[src/hdl/ntt_pkg.sv]
/*
  Shared types for the NTT engine. Widths assume N <= 16 and Q < 4096.
  C addresses are {slot, index}, so a slot spans 16 words.
*/
package ntt_pkg;

    // ============================================================
    // Widths with a meaning
    // ============================================================
    typedef logic [11:0] coef_t;
    typedef logic [3:0]  coef_addr_t;
    typedef logic [1:0]  slot_t;
    typedef logic [5:0]  mem_addr_t;

    // Operation selected on the mode input
    typedef enum logic [2:0] {
        ct,
        gs,
        pwm,
        pwa,
        pws
    } mode_t;

    // Target of a host load
    typedef enum logic [1:0] {
        sel_c,
        sel_a,
        sel_b
    } mem_sel_t;

    // ============================================================
    // Bundles
    // ============================================================
    typedef struct packed {
        logic      en;
        mem_addr_t addr;
    } mem_req_t;

    // w carries the twiddle for ct/gs and the accumulate term for pwm
    typedef struct packed {
        coef_t u;
        coef_t v;
        coef_t w;
        mode_t mode;
    } bf_op_t;

    typedef struct packed {
        coef_t x;
        coef_t y;
    } bf_res_t;

    // Square and multiply, base^exp mod modulus
    function automatic int unsigned mod_pow(int unsigned base, int unsigned exp,
                                            int unsigned modulus);
        longint unsigned acc;
        longint unsigned sq;
        int unsigned     e;
        acc = 1;
        sq  = base % modulus;
        e   = exp;
        while (e != 0) begin
            if (e[0]) begin
                acc = (acc * sq) % modulus;
            end
            sq = (sq * sq) % modulus;
            e  = e >> 1;
        end
        return 32'(acc % modulus);
    endfunction

endpackage
[src/hdl/ntt_subsystem.sv]
/*
  NTT engine top. Host load and readback are only valid while ntt_busy is low.
  Memory C holds four slots, A and B one polynomial each.
*/
module ntt_subsystem
    import ntt_pkg::*;
#(
    parameter int Q    = 3329,
    parameter int N    = 16,
    parameter int ROOT = 1062
) (
    input  logic      clk,
    input  logic      rst_n,
    input  logic      zeroize,
    input  mode_t     mode,
    input  logic      ntt_enable,
    input  slot_t     ntt_slot,
    input  slot_t     pwo_slot,
    input  logic      accumulate,
    input  logic      load_en,
    input  mem_sel_t  load_sel,
    input  mem_addr_t load_addr,
    input  coef_t     load_data,
    input  logic      rd_en,
    input  mem_addr_t rd_addr,
    output coef_t     rd_data,
    output logic      ntt_busy,
    output logic      ntt_done
);

    mem_req_t   ctrl_rd_req;
    mem_req_t   ctrl_wr_req;
    mem_req_t   ab_rd_req;
    mem_req_t   c_rd_req;
    mem_req_t   c_wr_req;
    mem_req_t   a_wr_req;
    mem_req_t   b_wr_req;
    coef_addr_t tw_idx;
    coef_t      twiddle;
    mode_t      op_mode;
    logic       use_acc;
    logic       load_u;
    logic       load_v;
    logic       pw_mode;
    logic       x_phase;
    coef_t      c_rd_data;
    coef_t      a_rd_data;
    coef_t      b_rd_data;
    coef_t      c_wr_data;
    coef_t      u_reg;
    coef_t      v_reg;
    coef_t      v_op;
    bf_op_t     bf_op;
    bf_res_t    bf_res;

    ntt_ctrl #(
        .N(N)
    ) u_ctrl (
        .clk        (clk),
        .rst_n      (rst_n),
        .zeroize    (zeroize),
        .ntt_enable (ntt_enable),
        .mode       (mode),
        .ntt_slot   (ntt_slot),
        .pwo_slot   (pwo_slot),
        .accumulate (accumulate),
        .rd_req     (ctrl_rd_req),
        .wr_req     (ctrl_wr_req),
        .ab_rd_req  (ab_rd_req),
        .tw_idx     (tw_idx),
        .op_mode    (op_mode),
        .use_acc    (use_acc),
        .load_u     (load_u),
        .load_v     (load_v),
        .busy       (ntt_busy),
        .done       (ntt_done)
    );

    ntt_twiddle_rom #(
        .Q    (Q),
        .N    (N),
        .ROOT (ROOT)
    ) u_rom (
        .tw_idx  (tw_idx),
        .twiddle (twiddle)
    );

    // ============================================================
    // Operand capture
    // ============================================================
    always_ff @(posedge clk) begin
        if (load_u) begin
            u_reg <= c_rd_data;
        end
        if (load_v) begin
            v_reg <= c_rd_data;
        end
    end

    // x is written the cycle after v arrives, y the cycle after that
    always_ff @(posedge clk or negedge rst_n) begin
        if (!rst_n) begin
            x_phase <= 1'b0;
        end else begin
            x_phase <= load_v;
        end
    end

    // v feeds straight from memory while it is being captured
    assign v_op    = load_v ? c_rd_data : v_reg;
    assign pw_mode = (op_mode inside {pwm, pwa, pws});

    always_comb begin
        if (pw_mode) begin
            bf_op = '{u: a_rd_data, v: b_rd_data, w: (use_acc ? c_rd_data : '0),
                      mode: op_mode};
        end else begin
            bf_op = '{u: u_reg, v: v_op, w: twiddle, mode: op_mode};
        end
    end

    ntt_butterfly #(
        .Q(Q)
    ) u_bf (
        .clk   (clk),
        .rst_n (rst_n),
        .op    (bf_op),
        .res   (bf_res)
    );

    // ============================================================
    // Memory port muxing, host owns the ports while idle
    // ============================================================
    assign c_rd_req  = ntt_busy ? ctrl_rd_req : {rd_en, rd_addr};
    assign c_wr_req  = ntt_busy ? ctrl_wr_req : {load_en && (load_sel == sel_c), load_addr};
    assign c_wr_data = !ntt_busy ? load_data
                     : (pw_mode || x_phase) ? bf_res.x : bf_res.y;
    assign a_wr_req  = {load_en && (load_sel == sel_a) && !ntt_busy, load_addr};
    assign b_wr_req  = {load_en && (load_sel == sel_b) && !ntt_busy, load_addr};
    assign rd_data   = c_rd_data;

    ntt_coef_ram #(
        .DEPTH(4 * N)
    ) c_mem (
        .clk     (clk),
        .rst_n   (rst_n),
        .zeroize (zeroize),
        .wr_req  (c_wr_req),
        .wr_data (c_wr_data),
        .rd_req  (c_rd_req),
        .rd_data (c_rd_data)
    );

    ntt_coef_ram #(
        .DEPTH(N)
    ) a_mem (
        .clk     (clk),
        .rst_n   (rst_n),
        .zeroize (zeroize),
        .wr_req  (a_wr_req),
        .wr_data (load_data),
        .rd_req  (ab_rd_req),
        .rd_data (a_rd_data)
    );

    ntt_coef_ram #(
        .DEPTH(N)
    ) b_mem (
        .clk     (clk),
        .rst_n   (rst_n),
        .zeroize (zeroize),
        .wr_req  (b_wr_req),
        .wr_data (load_data),
        .rd_req  (ab_rd_req),
        .rd_data (b_rd_data)
    );

endmodule

[src/hdl/ntt_ctrl.sv]
/*
  Sequencer for ct/gs butterflies and the pointwise stream.
  One butterfly every five cycles, pointwise results land two cycles after the read.
*/
module ntt_ctrl
    import ntt_pkg::*;
#(
    parameter int N = 16
) (
    input  logic       clk,
    input  logic       rst_n,
    input  logic       zeroize,
    input  logic       ntt_enable,
    input  mode_t      mode,
    input  slot_t      ntt_slot,
    input  slot_t      pwo_slot,
    input  logic       accumulate,
    output mem_req_t   rd_req,
    output mem_req_t   wr_req,
    output mem_req_t   ab_rd_req,
    output coef_addr_t tw_idx,
    output mode_t      op_mode,
    output logic       use_acc,
    output logic       load_u,
    output logic       load_v,
    output logic       busy,
    output logic       done
);

    typedef enum logic [3:0] {
        idle,
        rd_u,
        rd_v,
        calc,
        wr_x,
        wr_y,
        pw_run,
        pw_drain,
        finish
    } state_t;

    state_t     state;
    mode_t      mode_q;
    slot_t      src_slot;
    slot_t      dst_slot;
    logic       acc_q;
    logic [4:0] len;
    coef_addr_t grp;
    coef_addr_t bf;
    coef_addr_t tw_k;
    coef_addr_t pw_idx;
    mem_req_t   wr_pipe [2];
    coef_addr_t u_idx;
    coef_addr_t v_idx;
    logic       is_ct;
    logic       last_bf;
    logic       last_grp;
    logic       last_stage;

    // ============================================================
    // Butterfly addressing
    // ============================================================
    assign is_ct = (mode_q == ct);
    assign u_idx = coef_addr_t'(grp + bf);
    assign v_idx = coef_addr_t'(grp + bf + len);

    assign last_bf    = ({1'b0, bf} == len - 5'd1);
    assign last_grp   = (int'(grp) + 2 * int'(len) >= N);
    assign last_stage = is_ct ? (len == 5'd1) : (int'(len) == N / 2);

    // ============================================================
    // State machine
    // ============================================================
    always_ff @(posedge clk or negedge rst_n) begin
        if (!rst_n) begin
            state      <= idle;
            mode_q     <= ct;
            src_slot   <= '0;
            dst_slot   <= '0;
            acc_q      <= 1'b0;
            len        <= '0;
            grp        <= '0;
            bf         <= '0;
            tw_k       <= '0;
            pw_idx     <= '0;
            wr_pipe[0] <= '0;
            wr_pipe[1] <= '0;
        end else if (zeroize) begin
            state      <= idle;
            wr_pipe[0] <= '0;
            wr_pipe[1] <= '0;
        end else begin
            // Write address follows the read by two cycles
            wr_pipe[0] <= {(state == pw_run), dst_slot, pw_idx};
            wr_pipe[1] <= wr_pipe[0];

            case (state)
                idle: begin
                    if (ntt_enable) begin
                        mode_q   <= mode;
                        src_slot <= ntt_slot;
                        dst_slot <= pwo_slot;
                        acc_q    <= accumulate;
                        grp      <= '0;
                        bf       <= '0;
                        pw_idx   <= '0;
                        if (mode == ct) begin
                            len   <= 5'(N / 2);
                            tw_k  <= coef_addr_t'(1);
                            state <= rd_u;
                        end else if (mode == gs) begin
                            len   <= 5'd1;
                            tw_k  <= coef_addr_t'(N - 1);
                            state <= rd_u;
                        end else begin
                            state <= pw_run;
                        end
                    end
                end
                rd_u: state <= rd_v;
                rd_v: state <= calc;
                calc: state <= wr_x;
                wr_x: state <= wr_y;
                wr_y: begin
                    state <= rd_u;
                    if (!last_bf) begin
                        bf <= bf + 4'd1;
                    end else begin
                        bf   <= '0;
                        // One twiddle per group
                        tw_k <= is_ct ? tw_k + 4'd1 : tw_k - 4'd1;
                        if (!last_grp) begin
                            grp <= coef_addr_t'(grp + (len << 1));
                        end else begin
                            grp <= '0;
                            if (last_stage) begin
                                state <= finish;
                            end else begin
                                len <= is_ct ? (len >> 1) : (len << 1);
                            end
                        end
                    end
                end
                pw_run: begin
                    pw_idx <= pw_idx + 4'd1;
                    if (int'(pw_idx) == N - 1) begin
                        state <= pw_drain;
                    end
                end
                // Last write leaves wr_pipe[1] in the cycle it goes empty
                pw_drain: begin
                    if (!wr_pipe[0].en) begin
                        state <= finish;
                    end
                end
                finish:  state <= idle;
                default: state <= idle;
            endcase
        end
    end

    // ============================================================
    // Outputs
    // ============================================================
    assign load_u  = (state == rd_v);
    assign load_v  = (state == calc);
    assign busy    = !(state inside {idle, finish});
    assign done    = (state == finish);
    assign tw_idx  = tw_k;
    assign op_mode = mode_q;
    assign use_acc = acc_q && (mode_q == pwm);

    always_comb begin
        rd_req    = '0;
        wr_req    = wr_pipe[1];
        ab_rd_req = '0;
        case (state)
            rd_u: rd_req = {1'b1, src_slot, u_idx};
            rd_v: rd_req = {1'b1, src_slot, v_idx};
            wr_x: wr_req = {1'b1, src_slot, u_idx};
            wr_y: wr_req = {1'b1, src_slot, v_idx};
            pw_run: begin
                rd_req    = {1'b1, src_slot, pw_idx};
                ab_rd_req = {1'b1, 2'b00, pw_idx};
            end
            default: ;
        endcase
    end

endmodule

[src/hdl/ntt_butterfly.sv]
/*
  Modular butterfly with one register stage. Inputs must already lie in 0..Q-1.
  Reduction uses a plain remainder, fine for simulation but slow in silicon.
*/
module ntt_butterfly
    import ntt_pkg::*;
#(
    parameter int Q = 3329
) (
    input  logic    clk,
    input  logic    rst_n,
    input  bf_op_t  op,
    output bf_res_t res
);

    function automatic coef_t add_mod(coef_t a, coef_t b);
        logic [12:0] sum;
        sum = a + b;
        return (sum >= 13'(Q)) ? coef_t'(sum - 13'(Q)) : coef_t'(sum);
    endfunction

    function automatic coef_t sub_mod(coef_t a, coef_t b);
        logic [12:0] diff;
        diff = 13'(a) + 13'(Q) - 13'(b);
        return (a >= b) ? coef_t'(a - b) : coef_t'(diff);
    endfunction

    function automatic coef_t mul_mod(coef_t a, coef_t b);
        logic [23:0] prod;
        prod = a * b;
        return coef_t'(prod % 24'(Q));
    endfunction

    coef_t   t;
    coef_t   neg_w;
    bf_res_t res_n;

    // ============================================================
    // Arithmetic per mode
    // ============================================================
    always_comb begin
        t     = mul_mod(op.w, op.v);
        // GS runs on the inverse twiddle, -w mod Q
        neg_w = sub_mod('0, op.w);
        res_n = '0;
        case (op.mode)
            ct: begin
                res_n.x = add_mod(op.u, t);
                res_n.y = sub_mod(op.u, t);
            end
            gs: begin
                res_n.x = add_mod(op.u, op.v);
                res_n.y = mul_mod(sub_mod(op.u, op.v), neg_w);
            end
            pwm: res_n.x = add_mod(mul_mod(op.u, op.v), op.w);
            pwa: res_n.x = add_mod(op.u, op.v);
            pws: res_n.x = sub_mod(op.u, op.v);
            default: res_n = '0;
        endcase
    end

    always_ff @(posedge clk or negedge rst_n) begin
        if (!rst_n) begin
            res <= '0;
        end else begin
            res <= res_n;
        end
    end

endmodule

[src/hdl/ntt_coef_ram.sv]
/*
  One write port, one registered read port. Read and write to one address
  in the same cycle returns the old word. Zeroize wipes everything in one cycle.
*/
module ntt_coef_ram
    import ntt_pkg::*;
#(
    parameter int DEPTH = 16
) (
    input  logic     clk,
    input  logic     rst_n,
    input  logic     zeroize,
    input  mem_req_t wr_req,
    input  coef_t    wr_data,
    input  mem_req_t rd_req,
    output coef_t    rd_data
);

    localparam int AW = $clog2(DEPTH);

    coef_t mem [DEPTH];

    always_ff @(posedge clk) begin
        if (zeroize) begin
            for (int i = 0; i < DEPTH; i++) begin
                mem[i] <= '0;
            end
        end else if (wr_req.en) begin
            mem[wr_req.addr[AW-1:0]] <= wr_data;
        end
    end

    // Output holds its last word between reads
    always_ff @(posedge clk or negedge rst_n) begin
        if (!rst_n) begin
            rd_data <= '0;
        end else if (zeroize) begin
            rd_data <= '0;
        end else if (rd_req.en) begin
            rd_data <= mem[rd_req.addr[AW-1:0]];
        end
    end

endmodule

[src/hdl/ntt_twiddle_rom.sv]
/*
  Twiddle table, entry k = ROOT^bitrev(k) mod Q. ROOT must be a primitive 2N-th root.
*/
module ntt_twiddle_rom
    import ntt_pkg::*;
#(
    parameter int Q    = 3329,
    parameter int N    = 16,
    parameter int ROOT = 1062
) (
    input  coef_addr_t tw_idx,
    output coef_t      twiddle
);

    localparam int LOG_N = $clog2(N);

    function automatic int unsigned bit_rev(int unsigned k);
        int unsigned r;
        r = 0;
        for (int b = 0; b < LOG_N; b++) begin
            r = (r << 1) | ((k >> b) & 1);
        end
        return r;
    endfunction

    coef_t tw_table [N];

    // Entry 0 holds ROOT^0 and is never addressed
    for (genvar k = 0; k < N; k++) begin : g_entry
        localparam coef_t VAL = coef_t'(mod_pow(ROOT, bit_rev(k), Q));
        assign tw_table[k] = VAL;
    end

    assign twiddle = tw_table[tw_idx[LOG_N-1:0]];

endmodule

[config.mk]
export PLATFORM = sky130hd
export DESIGN_NAME = ntt_subsystem
export DESIGN_NICKNAME = d
export VERILOG_FILES = /design/src/hdl/ntt_pkg.sv /design/src/hdl/ntt_subsystem.sv /design/src/hdl/ntt_ctrl.sv /design/src/hdl/ntt_butterfly.sv /design/src/hdl/ntt_coef_ram.sv /design/src/hdl/ntt_twiddle_rom.sv
export SDC_FILE = /design/constraint.sdc
export NUM_CORES = 2
export LEC_CHECK = 0
export BUFFER_PORTS_ARGS = -buffer_cell sky130_fd_sc_hd__buf_2
export CORE_ASPECT_RATIO = 1.1
export CORE_MARGIN = 8
export CORE_UTILIZATION = 48
export CTS_CLUSTER_DIAMETER = 40
export DETAILED_ROUTE_END_ITERATION = 12
export GPL_TIMING_DRIVEN = 0
export PLACE_DENSITY = 0.66
export RECOVER_POWER = 25
export SLEW_MARGIN = 15
export SYNTH_ARGS = -nofsm -noshare
export SYNTH_HDL_FRONTEND = slang
export SYNTH_HIERARCHICAL = 1
export SYNTH_SLANG_ARGS = --single-unit
[constraint.sdc]
create_clock -name clk -period 24 [get_ports clk]
set_clock_uncertainty 0.1 [all_clocks]
set_input_delay 3.6 -clock clk [delete_from_list [all_inputs] [get_ports clk]]
set_output_delay 3.6 -clock clk [all_outputs]
set_load 0.1 [all_outputs]
; Yosys cells after proc, flatten, opt, wreduce, memory -nomap -nowiden
; Memories as Yosys holds them, arrays and structs flattened.
; Index checks and enable logic that the tools add are counted.
[totals]
in_bits = 40
elab_cells = 204
regBits = 132
n_memories = 4
mem_bits_rw = 1152
romBits = 192
output_inout_bits = 14
[classes]
magnitude_cmp = 8
bitwise_logic = 2
n_mux = 79
n_mul = 3
n_reduce_logical = 30
n_eq_ne = 30
div_mod_pow = 3
add_sub_neg = 23
[mem_list]
columns = name, words, word_bits, rd, rd_ports_with_merged_regs, wr, line
row1 = c_mem.mem, 64, 12, 1, 0, 64, ntt_coef_ram.sv:21  ; coef_t mem [DEPTH];
row2 = (name not given), 16, 12, 1, 0, 0, ntt_twiddle_rom.sv:34  ; assign twiddle = tw_table[tw_idx[LOG_N-1:0]];
row3 = a_mem.mem, 16, 12, 1, 0, 16, ntt_coef_ram.sv:21
row4 = b_mem.mem, 16, 12, 1, 0, 16, ntt_coef_ram.sv:21
[ops]
columns = cell, count
row1 = two-way mux 12 bit, 21
row2 = two-way mux 4 bit, 19
row3 = remainder unit 24 x 12 -> 24 bit (second input constant), 3
row4 = multiplier 12 x 12 -> 24 bit, 3
row5 = one-hot mux 12 bit (4 select lines), 1
row6 = subtractor 12 bit, 4
row7 = adder 12 x 12 -> 13 bit, 3
row8 = >= comparator 13 x 12 -> 1 bit (second input constant), 3
row9 = two-way mux 39 bit, 1
row10 = OR reduction 12 bit, 3
row11 = subtractor 12 bit (second input constant), 3
row12 = two-way mux 5 bit, 7
row13 = >= comparator 32 x 6 -> 1 bit (second input constant), 1
row14 = one-hot mux 4 bit (2 select lines), 4
row15 = one-hot mux 4 bit (8 select lines), 1
row16 = >= comparator 12 bit, 2
row17 = one-hot mux 12 bit (2 select lines), 1
row18 = two-way mux 7 bit, 3
row19 = one-hot mux 7 bit (3 select lines), 1
row20 = adder 4 bit, 4
row21 = == test 4 x 3 -> 1 bit (second input constant), 4
row22 = two-way mux 1 bit, 15
row23 = two-way mux 14 bit, 1
row24 = one-hot mux 7 bit (2 select lines), 1
row25 = other kinds (42), 69

; Longest topological paths before layout
[logic_depth]
depth_word = 11
mapped_depth = 107
depth_no_buf = 91

; Hierarchy
; Netlist, hierarchy kept.
[modules_own_cells]
columns = module, area_each_um2, cells_each, instances, seq_area_each_um2
row1 = ntt_butterfly, 39537.9, 5320, 1, 600.6
row2 = ntt_coef_ram (c_mem), 35534.1, 2316, 1, 23362.4
row3 = ntt_coef_ram (a_mem), 9446.6, 721, 1, 6065.8
row4 = ntt_coef_ram (b_mem), 9421.5, 712, 1, 6065.8
row5 = ntt_ctrl, 3054.2, 306, 1, 1151.1
row6 = ntt_subsystem, 1844.3, 188, 1, 625.6
row7 = ntt_twiddle_rom, 392.9, 53, 1, 0.0

; Worst setup path after synthesis
; Ideal clock, no wire load.
[synth_path]
path_kind = reg-to-reg
startpoint = register u_ctrl.state[0]
endpoint = register u_bf/res[15] (netlist name)
setup_time_ns = 0.083
t_required_ns = 23.817
stages_incl_launch_ff = 97
n_path_buf = 11
slack_ns = 2.139
arrival_time_ns = 21.678
period_less_slack_ns = 21.861
path_cell_list = dfrtp_1 -> buf_4 -> clkbuf_1 -> nand2_1 -> nor3_1 -> buf_2 -> mux2_2 -> mux2_1 -> clkbuf_1 -> and2_1 -> fa_1 -> fa_1 -> fa_1 -> fa_1 -> inv_1 -> fa_1 -> inv_1 -> ha_1 -> (+61 left out) -> a21o_1 -> a21o_1 -> a21oi_1 -> o21bai_1 -> a21oi_1 -> o21bai_1 -> a21oi_1 -> o21bai_1 -> a21oi_1 -> xnor2_1 -> nand3_1 -> nand2_1 -> and3_1 -> nand2_1 -> xor2_1 -> o21ai_0 -> o21ai_0 -> o22ai_1
[synth_rtl]
columns = item, line
row1 = start: declaration, ntt_ctrl.sv:42  ; state_t state;
row2 = start signal: assignment, ntt_ctrl.sv:76  ; state <= idle;
row3 = start signal: assignment, ntt_ctrl.sv:89  ; state <= idle;
row4 = start signal: assignment, ntt_ctrl.sv:110  ; state <= rd_u;
row5 = end signal: assignment, ntt_butterfly.sv:66  ; res <= res_n;
row6 = end: declaration, ntt_butterfly.sv:13  ; output bf_res_t res

==> flow_metrics.tcl <==
set metrics [dict create \
    antenna_found_initial 9 \
    reg.largest.list "c_mem/mem (768), a_mem/mem (192), b_mem/mem (192)" \
    gr-total-overflow 0 \
    violations "max-capacitance violations, max-slew violations" \
    routed_wl_um 303000 \
    cts_tree "done" \
    cp.arrival_ns 23.69 \
    cts_buffers 140 \
    finalSetupViolCount 0 \
    die_area_um2 222000 \
    wl_met3_um 20400 \
    crit_path_start_kind "register" \
    hold_path_class "reg -> reg" \
    gp_congestion 0.952 \
    grt_max_degree 59 \
    syn_to_final_growth_pct 11.7 \
    clock.fmax_ghz 0.0431 \
    fp.dieH_um 493 \
    drive_above_1_share_pct 15.9 \
    status "finished, violations left" \
    clock-root-buffer "clkbuf_16" \
    syn_area_um2 99200 \
    antenna_left 0 \
    rows 175 \
    syn_inst 9613 \
    worst_pin_slew_ns 3.72 \
    htreeDepth 4 \
    end_kind "register" \
    wl_met2_um 143000 \
    clock_latency_ns 0.77 \
    avgSynthCellArea_um2 10.3 \
    dieWidth_um 449 \
    period_share_pct 96.6 \
    slew_headroom_pct -148 \
    port_buffers 53 \
    cp_num_buf_inv 19 \
    critical-path-top-delay-family "compound AO/OA/AOI/OAI gates" \
    worstPathRequired_ns 24.50 \
    drtPass1Iterations 7 \
    syn_nets 10300 \
    clk_pin_slew_ns 0.06 \
    grt_pass1_vias 76400 \
    path_max_fanout 10 \
    largest_register_ffs 768 \
    cpPeakStageDelay_ns 0.62 \
    final_nets 10600 \
    cts_hold_buf 0 \
    final_hold_viol_count 0 \
    cts.path.max_buffers 3 \
    drcViolationCount 0 \
    dp_slack_ns -2.46 \
    via_count 78200 \
    drv_slew 140 \
    cts.sinks 1283 \
    dp_hpwl_um 225000 \
    viasPerCell 6.11 \
    path_class "reg -> reg" \
    start_util_pct 48.2 \
    drt_iter0_drc 7193 \
    num_io_pins 54 \
    yosysWarningCount 6 \
    fin_crit_ns 23.18 \
    coreArea_um2 206000 \
    regMostFlops "c_mem/mem" \
    crit_top_cell "buf_4" \
    wl_per_cell_um 23.7 \
    max_cap_viol_count 4 \
    grt_first_pass_wirelength_um 455000 \
    wl_met1_um 123000 \
    grt_usage_pct 26.0 \
    highest_layer "met5" \
    slowest_stage "or4_4" \
    fin_ws_ns 0.816 \
]
==> area by class of cell <==
class                      instances  area [um2]
inverter                         518        1950
fill                           18000       95200
clock inverter                    85         955
antenna                            2        5.00
sequential                      1283       37900
timing repair buffer             201        1380
buffer                           558        2910
multi-input combinational       7241       58700
tap                             2743        3430
clock buffer                     165        3670
==> metrics by stage <==
stage	cells	hold slack, ns	TNS, ns	cell area (um2)	utilization, %
after floorplan	9613	0.338	0	99200	-
after global placement	12400	0.343	-53.78	103000	49.9
after detailed placement	12400	0.351	-48.11	103000	50.0
after CTS	12700	0.365	0	109000	52.7
after global routing	12800	0.380	-0.580	111000	53.8
final	12800	0.366	0	111000	53.8
==> repair_timing <==
action,in CTS,in global routing
setup endpoints to repair,24,24
pin swaps,27,89
hold endpoints to repair,0,0
gates cloned,0,1
setup buffers,28,114
resized for setup,174,394
==> path summary, 6_finish.rpt <==
path / from / end / slack (ns) / cells after the start
min in group asynchronous: rst_n / u_ctrl/wr_pipe[6]$_DFF_PN0_ / 4.01 / 1
setup / recovery: u_ctrl/tw_idx[1]$_DFFE_PN0P_ / u_bf/res[15]$_DFF_PN0_ / 0.82 / 99
hold / removal: v_reg[2]$_DFF_P_ / v_reg[2]$_DFF_P_ / 0.37 / 1
max in group asynchronous: rst_n / u_ctrl/tw_idx[1]$_DFFE_PN0P_ / 15.31 / 2
hold reg to reg: v_reg[2]$_DFF_P_ / v_reg[2]$_DFF_P_ / 0.37 / 1
setup reg to reg: u_ctrl/tw_idx[1]$_DFFE_PN0P_ / u_bf/res[15]$_DFF_PN0_ / 0.82 / 99
==> per-layer routing <==
layer	vias to the layer above	track usage, %
met5	-	0
met3	706	3.55
met1	38900	33.9
li1	35500	-
met4	4	11.8
met2	3085	43.2
==> placed cells by master, fill, tap and decap left out, types with 119 or more instances in the layout <==
master     count
a21oi_1      328
and2_0       144
and2_1      1174
buf_4        187
clkbuf_1     345
clkbuf_16    143
edfxtp_1    1164
fa_1         312
ha_1         310
inv_1        511
mux2i_1      242
mux4_2       194
nand2_1      750
nand3_1      236
nor2_1       491
nor3_1       164
o21ai_0      207
xnor2_1      270
xor2_1       119
Power is not shown: default switching activity piles up to over one toggle a cycle in this logic, so the estimate is an artifact.
